<file path="config.mk">
export PLATFORM = sky130hd
export DESIGN_NAME = mpuIssueStage
export DESIGN_NICKNAME = d
export VERILOG_FILES = /design/src/mpuPkg.sv /design/src/completionMap.sv /design/src/hazardCheck.sv /design/src/mpuIssueStage.sv /design/src/ringBuffCtrl.sv
export SDC_FILE = /design/constraint.sdc
export NUM_CORES = 1
export LEC_CHECK = 0
export BUFFER_PORTS_ARGS = -buffer_cell sky130_fd_sc_hd__buf_2
export CORE_ASPECT_RATIO = 0.6
export CORE_MARGIN = 1
export CORE_UTILIZATION = 60
export CTS_CLUSTER_DIAMETER = 200
export DETAILED_ROUTE_END_ITERATION = 12
export GPL_ROUTABILITY_DRIVEN = 0
export HOLD_SLACK_MARGIN = 0.08
export PLACE_DENSITY = 0.73
export SYNTH_ARGS = -nofsm -noshare
export SYNTH_HDL_FRONTEND = slang
export SYNTH_SLANG_ARGS = --single-unit
</file>
<file path="constraint.sdc">
create_clock -name clock -period 3.7 [get_ports clock]
set_clock_uncertainty 0.15 [all_clocks]
set_input_delay 0.37 -clock clock [delete_from_list [all_inputs] [get_ports clock]]
set_output_delay 0.37 -clock clock [all_outputs]
set_load 0.01 [all_outputs]
</file>
<file path="src/mpuPkg.sv">
package mpuPkg;

	// Scalar thread ID
	localparam int ThreadIdWidth = 5;

	// Room for the issue number in issueInfoT
	// Each module uses the low $clog2(numEntry) bits
	localparam int MaxIssueNoWidth = 8;

	typedef logic [ThreadIdWidth-1:0] threadIdT;

	// Request from the front end
	typedef struct packed {
		threadIdT threadId;
		// Set when the thread needs another thread's result
		logic hasSrc;
		threadIdT srcId;
	} threadReqT;

	// One row of the hazard table
	typedef struct packed {
		logic valid;
		logic issued;
		logic committed;
		logic hasSrc;
		threadIdT threadId;
		threadIdT srcId;
	} hazardEntryT;

	// Issued thread with its table slot
	typedef struct packed {
		threadIdT threadId;
		logic [MaxIssueNoWidth-1:0] issueNo;
	} issueInfoT;

endpackage

</file>
<file path="src/completionMap.sv">
`timescale 1ns/100ps

module completionMap #(
	parameter int numEntry = 8
) (
	input logic clock,
	input logic reset,
	input logic issueValid,
	input mpuPkg::issueInfoT issue,
	input logic doneValid,
	input mpuPkg::threadIdT doneId,
	output logic commitValid,
	output logic [$clog2(numEntry)-1:0] commitNo
);

	import mpuPkg::*;

	localparam int IssueNoWidth = $clog2(numEntry);
	localparam int NumThread = 2 ** ThreadIdWidth;

	// One slot per thread ID
	logic [NumThread-1:0] inFlight;
	logic [IssueNoWidth-1:0] slotNo [NumThread];

	// Done clears first, so a reused ID issued in the same cycle stays in flight
	always_ff @(posedge clock) begin
		if (reset) begin
			inFlight <= '0;
		end else begin
			if (doneValid) begin
				inFlight[doneId] <= 1'b0;
			end
			if (issueValid) begin
				inFlight[issue.threadId] <= 1'b1;
			end
		end
	end

	always_ff @(posedge clock) begin
		if (issueValid) begin
			slotNo[issue.threadId] <= issue.issueNo[IssueNoWidth-1:0];
		end
	end

	// Registered lookup
	always_ff @(posedge clock) begin
		if (reset) begin
			commitValid <= 1'b0;
		end else begin
			commitValid <= doneValid;
		end
	end

	always_ff @(posedge clock) begin
		if (doneValid) begin
			commitNo <= slotNo[doneId];
		end
	end

	doneForInFlight: assert property (
		@(posedge clock) disable iff (reset)
		doneValid |-> inFlight[doneId]
	) else $error("completionMap: done for thread %0d not in flight", doneId);

	issueNotInFlight: assert property (
		@(posedge clock) disable iff (reset)
		issueValid |-> !inFlight[issue.threadId]
			|| (doneValid && doneId == issue.threadId)
	) else $error("completionMap: thread %0d issued twice", issue.threadId);

endmodule

</file>
<file path="src/hazardCheck.sv">
`timescale 1ns/100ps

module hazardCheck #(
	parameter int numEntry = 8
) (
	input logic clock,
	input logic reset,
	input logic reqValid,
	input mpuPkg::threadReqT req,
	input logic commitValid,
	input logic [$clog2(numEntry)-1:0] commitNo,
	output logic full,
	output logic issueValid,
	output mpuPkg::issueInfoT issue
);

	import mpuPkg::*;

	localparam int IssueNoWidth = $clog2(numEntry);

	hazardEntryT hazardTable [numEntry];

	// Ring pointers
	logic writeEn;
	logic retireEn;
	logic [IssueNoWidth-1:0] writeAddr;
	logic [IssueNoWidth-1:0] retireAddr;
	logic empty;
	logic [IssueNoWidth:0] count;

	// Issue side
	logic [IssueNoWidth-1:0] issuePtr;
	hazardEntryT head;
	hazardEntryT tail;
	logic srcPending;
	logic issuable;
	logic [numEntry-1:0] validVec;

	assign head = hazardTable[issuePtr];
	assign tail = hazardTable[retireAddr];

	assign writeEn = reqValid && !full;
	// Tail goes once it has issued and its result is committed
	assign retireEn = !empty && tail.valid && tail.issued && tail.committed;

	// Rows ahead of the head have all issued, so only those can be sources
	always_comb begin
		srcPending = 1'b0;
		for (int i = 0; i < numEntry; i++) begin
			if (hazardTable[i].valid && hazardTable[i].issued
					&& !hazardTable[i].committed
					&& hazardTable[i].threadId == head.srcId) begin
				srcPending = 1'b1;
			end
		end
	end

	assign issuable = head.valid && !head.issued && (!head.hasSrc || !srcPending);

	always_comb begin
		for (int i = 0; i < numEntry; i++) begin
			validVec[i] = hazardTable[i].valid;
		end
	end

	// Table rows
	always_ff @(posedge clock) begin
		if (reset) begin
			for (int i = 0; i < numEntry; i++) begin
				hazardTable[i].valid <= 1'b0;
				hazardTable[i].issued <= 1'b0;
				hazardTable[i].committed <= 1'b0;
			end
		end else begin
			if (writeEn) begin
				hazardTable[writeAddr].valid <= 1'b1;
				hazardTable[writeAddr].issued <= 1'b0;
				hazardTable[writeAddr].committed <= 1'b0;
				hazardTable[writeAddr].hasSrc <= req.hasSrc;
				hazardTable[writeAddr].threadId <= req.threadId;
				hazardTable[writeAddr].srcId <= req.srcId;
			end
			if (issuable) begin
				hazardTable[issuePtr].issued <= 1'b1;
			end
			if (commitValid) begin
				hazardTable[commitNo].committed <= 1'b1;
			end
			if (retireEn) begin
				hazardTable[retireAddr].valid <= 1'b0;
				hazardTable[retireAddr].issued <= 1'b0;
				hazardTable[retireAddr].committed <= 1'b0;
			end
		end
	end

	// Issue pointer and registered strobe
	always_ff @(posedge clock) begin
		if (reset) begin
			issuePtr <= '0;
			issueValid <= 1'b0;
		end else begin
			issueValid <= issuable;
			if (issuable) begin
				issuePtr <= issuePtr + 1'b1;
			end
		end
	end

	always_ff @(posedge clock) begin
		if (issuable) begin
			issue.threadId <= head.threadId;
			issue.issueNo <= MaxIssueNoWidth'(issuePtr);
		end
	end

	ringBuffCtrl #(
		.numEntry(numEntry)
	) ringBuffCtrl_i (
		.clock(clock),
		.reset(reset),
		.writeEn(writeEn),
		.retireEn(retireEn),
		.writeAddr(writeAddr),
		.retireAddr(retireAddr),
		.full(full),
		.empty(empty),
		.count(count)
	);

	// Completion map only reports threads that are out and not yet committed
	commitToIssuedRow: assert property (
		@(posedge clock) disable iff (reset)
		commitValid |-> hazardTable[commitNo].valid && hazardTable[commitNo].issued
	) else $error("hazardCheck: commit to a row that is not in flight");

	// Ring count tracks the valid rows
	countMatchesTable: assert property (
		@(posedge clock) disable iff (reset)
		$countones(validVec) == count
	) else $error("hazardCheck: ring count disagrees with table");

endmodule

</file>
<file path="src/mpuIssueStage.sv">
`timescale 1ns/100ps

module mpuIssueStage #(
	parameter int numEntry = 8
) (
	input logic clock,
	input logic reset,
	input logic reqValid,
	input mpuPkg::threadReqT req,
	input logic doneValid,
	input mpuPkg::threadIdT doneId,
	output logic full,
	output logic issueValid,
	output mpuPkg::issueInfoT issue
);

	// Commit path back into the hazard table
	logic commitValid;
	logic [$clog2(numEntry)-1:0] commitNo;

	hazardCheck #(
		.numEntry(numEntry)
	) hazardCheck_i (
		.clock(clock),
		.reset(reset),
		.reqValid(reqValid),
		.req(req),
		.commitValid(commitValid),
		.commitNo(commitNo),
		.full(full),
		.issueValid(issueValid),
		.issue(issue)
	);

	// Issues are seen here as well as at the outputs
	completionMap #(
		.numEntry(numEntry)
	) completionMap_i (
		.clock(clock),
		.reset(reset),
		.issueValid(issueValid),
		.issue(issue),
		.doneValid(doneValid),
		.doneId(doneId),
		.commitValid(commitValid),
		.commitNo(commitNo)
	);

endmodule

</file>
<file path="src/ringBuffCtrl.sv">
`timescale 1ns/100ps

module ringBuffCtrl #(
	parameter int numEntry = 8
) (
	input logic clock,
	input logic reset,
	input logic writeEn,
	input logic retireEn,
	output logic [$clog2(numEntry)-1:0] writeAddr,
	output logic [$clog2(numEntry)-1:0] retireAddr,
	output logic full,
	output logic empty,
	output logic [$clog2(numEntry):0] count
);

	localparam int AddrWidth = $clog2(numEntry);
	localparam logic [AddrWidth:0] FullCount = (AddrWidth + 1)'(numEntry);

	logic [AddrWidth-1:0] writePtr;
	logic [AddrWidth-1:0] retirePtr;

	assign writeAddr = writePtr;
	assign retireAddr = retirePtr;
	assign full = (count == FullCount);
	assign empty = (count == '0);

	// Pointers wrap on their own, depth is a power of two
	always_ff @(posedge clock) begin
		if (reset) begin
			writePtr <= '0;
			retirePtr <= '0;
		end else begin
			if (writeEn) begin
				writePtr <= writePtr + 1'b1;
			end
			if (retireEn) begin
				retirePtr <= retirePtr + 1'b1;
			end
		end
	end

	// Occupancy
	always_ff @(posedge clock) begin
		if (reset) begin
			count <= '0;
		end else begin
			case ({writeEn, retireEn})
				2'b10: count <= count + 1'b1;
				2'b01: count <= count - 1'b1;
				default: count <= count;
			endcase
		end
	end

	// The table must hold back writes when full and retires when empty
	writeWhileFull: assert property (
		@(posedge clock) disable iff (reset)
		!(writeEn && full)
	) else $error("ringBuffCtrl: write while full");

	retireWhileEmpty: assert property (
		@(posedge clock) disable iff (reset)
		!(retireEn && empty)
	) else $error("ringBuffCtrl: retire while empty");

endmodule

</file>
# --- Word-level counts from Yosys, hierarchy flattened ---
# Memory sizes are Yosys's and may differ from the RTL's. A register that Yosys moved wholly into a read port is not among the register bits.
# Index checks and enable logic that the tools add are counted.
# Widths: inputs -> output; s select.
op_classes:
  add_sub_neg: 5
  n_eq_ne: 11
  n_mux: 41
  reduce_logical: 50
op_table:
  columns: ["op", "n"]
  rows:
  - ["$mux 14", 4]
  - ["$reduce_or 14->1", 4]
  - ["$eq 5x5->1", 8]
  - ["$logic_and 1x1->1", 30]
  - ["$mux 3", 10]
  - ["$mux 1", 24]
  - ["$logic_not 1->1", 13]
  - ["$add 3x1->3 const B", 3]
  - ["$pmux 4 s2", 1]
  - ["$add 4x1->4 const B", 1]
  - ["$eq 4x4->1 const B", 1]
  - ["$logic_not 4->1", 1]
  - ["$mux 2", 2]
  - ["$sub 4x1->4 const B", 1]
  - ["$eq 2x1->1 const B", 1]
  - ["$eq 2x2->1 const B", 1]
  - ["$reduce_bool 2->1", 1]
  - ["$logic_or 1x1->1", 1]
totals:
  regBits: 23
  mem_bits_rw: 208
  out_inout_bits: 15
  mem_count: 2
memory_table:
  columns: ["memory", "words", "width", "rd", "rd_ports_with_merged_regs", "write_ports", "line_no", "text"]
  rows:
  - ["hazardCheck_i.hazardTable", 8, 14, 10, 2, 8, "hazardCheck.sv:21", "hazardEntryT hazardTable [numEntry];"]
  - ["completionMap_i.slotNo", 32, 3, 1, 1, 1, "completionMap.sv:23", "logic [IssueNoWidth-1:0] slotNo [NumThread];"]

# --- Longest topological paths before layout ---
# An unclocked memory read counts as a cell.
depth:
  word_depth: 20
  ltp_mapped: 13
  ltp_nobuf: 12

# --- Cells and area by module ---
# A second synthesis with hierarchy kept.
hier_totals:
  hier_cells: 719
  hier_area_um2: 10455.0
modules_own_cells:
  columns: ["mod", "instances", "cells_per_inst", "area_per_inst_um2", "seq_area_each_um2"]
  rows:
  - ["hazardCheck", 1, 478, 5952.0, 3503.4]
  - ["completionMap", 1, 187, 3965.1, 2992.9]
  - ["ringBuffCtrl", 1, 54, 538.0, 200.2]

# --- Worst setup path before layout ---
# OpenSTA, ideal clock, no wires.
synth_timing:
  path_type: "register -> register"
  startpoint: "register (tool-made name)"
  endpoint: "register (tool-made name)"
  arrival_time_ns: 2.706
  setup_slack_ns: 0.721
  path_stages_with_launch: 14
  synth_period_minus_slack_ns: 2.979
  path_cell_list: "dfxtp_1 > buf_6 > buf_8 > mux2i_1 > mux4_2 > buf_6 > xnor2_1 > nor3_1 > nand4_1 > o41ai_2 > nor4_2 > o21ai_4 > inv_4 > mux2_1"

==> impl_metrics.toml <==
[sta]
rsz0062_at_grt = "no"
min_period_ps = 3470
setup_tns_ps = 0
tightestPinTransition_ps = 1100
slew-limit-headroom_pct = 26.7
fmax_mhz = 288
setup_viol_count_final = 0
maxSlewViolCount = 0
min_period_over_period_pct = 93.7
setup_ws_ps = 232
finalHoldViolations = 0

[flow_run]
cap_violations = 0

[place]
dp_cells = 906
dp_hpwl_mm = 16.1
pre_cts_ws_ps = 38.8
port_buffers = 29

[synthesis]
synth_top_area_share_pct = 57.5
avgSynthCellArea_um2 = 15.5
ys_seq_area_share_pct = 66.4
syn_inst = 658
synth_cell_types = 60
ys_async_sr_fraction_pct = 0
yosys_warnings = 0
netlist_area_mm2 = 0.0102
yosysTopAreaCell = "edfxtp_1"
synthFlopType = "edfxtp_1"
synth.area.top_cells = "edfxtp_1, mux4_2, dfxtp_1"
synth_edf_count = 195
ys_ff_latch = 240

[detailed_routing]
vias = 6008
ant_nets = 0
drtPass1Iterations = 6
drt-wirelength-per-cell_um = 24.3
drtIter0Drc = 710
drc = 0
drt_wl_total_mm = 23.3
vias_per_cell = 6.27

[floorplan]
io_pins = 35
die_w_um = 170
rows = 36
dieArea_mm2 = 0.0175
initial_core_util_pct = 62.1
core_mm2 = 0.0164
die_height_um = 103

[grt]
grt_max_degree = 34
grt_usage_pct = 27.9
grt_pass1_wl_mm = 35.2
grt_overflow = 0
grt_pass1_vias = 5806
antenna_found_initial = 0

[cells_and_area]
fillers = 1092
final_common_cell = "edfxtp_1"
final_util_pct = 70.0
seq_area_mm2 = 0.00676
instances_no_fill = 958
layout_common_cells = "edfxtp_1, nor2_1, mux4_2"
drive_gt1_share_pct = 21.0
area_delta_synth_final_pct = 12.7
multiInputGateArea_mm2 = 0.00322
fin_nets = 741
diodes = 0

[worst_setup_path]
worstPathRequired_ps = 3920
arrival_ps = 3690
cp_max_fo = 11
crit_type = "flop to flop"
endpoint_kind = "flop"
crit_path_start_kind = "flop"

[cts]
cts-buffers-inserted = 22
cts_buffer_depth = 3
ctsHtreeMaxLevel = 1
cts.sink_count = 240
clock_latency_ps = 510
clkSlewWorstSetupHoldPaths_ps = 70
cts_root_buffer = "clkbuf_16"
cts_tree = "yes"
cts_setup_buffers = 0

[status]
status = "complete, no violations"

[pwr]
p_per_area_mw_per_mm2 = 544
switchingPower_mw = 1.51
clkPwrFrac_pct = 37.1
total_power_mw = 6.24
ir_worst_vdd_mv = 0.364
sw_frac_of_total_pct = 24.3
p_int_mw = 4.72
p_leak_nw = 3.80
p_seq_share_pct = 51.8
p_comb_share_pct = 11.1

[min_path]
hold_class = "input pin to flop"
power groups by stage:
stage	Sequential [mW]	Clock, mW	Combinational, mW
final	3.23	2.31	0.693
after global routing	3.25	2.43	0.738
after CTS	3.23	2.33	0.683
after detailed placement	3.29	0	0.665
after global placement	3.27	0	0.650
after floorplan	3.19	0	0.525
registers in the layout (all words and copies together), names as in the netlist, named ones only:
name	count
completionMap_i.commitNo	3
completionMap_i.commitValid	1
completionMap_i.slotNo	96
hazardCheck_i.hazardTable	112
hazardCheck_i.issue	8
hazardCheck_i.issuePtr	3
hazardCheck_i.issueValid	1
hazardCheck_i.ringBuffCtrl_i.count	4
hazardCheck_i.ringBuffCtrl_i.retireAddr	3
hazardCheck_i.ringBuffCtrl_i.writeAddr	3
cells by family after synthesis:
family	count (synthesis)	share of synthesized area [%]
flip-flops	240	66.4
adder cells (fa/ha/maj)	7	0.934
AO/OA/AOI/OAI	52	3.69
XOR/XNOR	47	4.04
buffers and inverters	46	2.27
AND/OR/NAND/NOR	188	9.06
other	1	0.0368
multiplexers	77	13.6
metrics by stage:
step / area (um2) / hold WS [ps]
5_1_grt: 11500 / 85.6
2_1_floorplan: 10200 / 281
6_report: 11500 / 98.2
4_1_cts: 11500 / 88.1
3_3_place_gp: 10600 / 309
3_5_place_dp: 10600 / 324
metal layers:
layer	vias up	share of wire [%]	wire [um]	global-route usage [%]
met5	-	0	0	0
met4	0	1.0	244	5.13
met3	26	11	2670	6.33
met2	334	42	9870	39.0
met1	3013	45	10500	45.1
li1	2635	-	-	-
critical path, stage by stage (launching register included):
cell and delay [ps]:
dfxtp_1 500, buf_4 230, mux4_2 660, xnor2_1 240, nor4_1 110, nand4_1 120, o21ai_0 110, nor4_2 510
o21ai_4 130, inv_4 180, mux2i_2 390
path summary, 6_finish.rpt:
check                                   startpoint                          endpoint  slack, ps  cells after the start
hold reg to reg   hazardCheck_i.hazardTable[1][13]  hazardCheck_i.hazardTable[1][13]        340                      2
hold / removal                           doneId[4]       completionMap_i.commitNo[2]        100                      2
setup / recovery                              flop         hazardCheck_i.issuePtr[1]        230                     10
setup reg to reg                              flop         hazardCheck_i.issuePtr[1]        230                     10
cell type report:
| cell class | instances | share of cell area [%] |
|---|---|---|
| Timing Repair Buffer | 60 | 3.56 |
| Clock buffer | 30 | 5.60 |
| Multi-Input combinational cell | 376 | 28.0 |
| Inverter | 14 | 0.480 |
| Tap cell | 228 | 2.49 |
| Sequential cell | 240 | 58.9 |
| Clock inverter | 10 | 0.905 |
Yosys cell counts (2+ instances only):
library cell / count
edfxtp_1: 195
nor2_1: 87
mux4_2: 47
dfxtp_1: 45
nand2_1: 33
xor2_1: 31
mux2i_1: 19
xnor2_1: 16
a21oi_1: 14
clkbuf_1: 13
inv_1: 13
nand3_1: 9
nand3b_1: 9
nand4_1: 9
o22ai_1: 9
mux2_2: 8
buf_1: 7
or3_1: 7
ha_1: 6
a22oi_1: 5
buf_4: 5
nor3_1: 5
nand2b_1: 4
nor2b_1: 4
a32oi_1: 3
buf_2: 3
buf_6: 3
nor3b_1: 3
nor4_1: 3
o21ai_0: 3
o221ai_1: 3
and3_1: 2
mux2_1: 2
nor4_2: 2
o2111ai_1: 2
o311ai_0: 2
or3b_2: 2
or4b_2: 2
or4bb_1: 2
what timing repair did:
| action | CTS | global route |
|---|---|---|
| setup endpoints to repair | 0 | 2 |
| gates resized for setup | 0 | 3 |
| endpoints found under the hold margin | 92 | 0 |
| hold buffers | 12 | 0 |
Power figures use the tool's default switching activity.
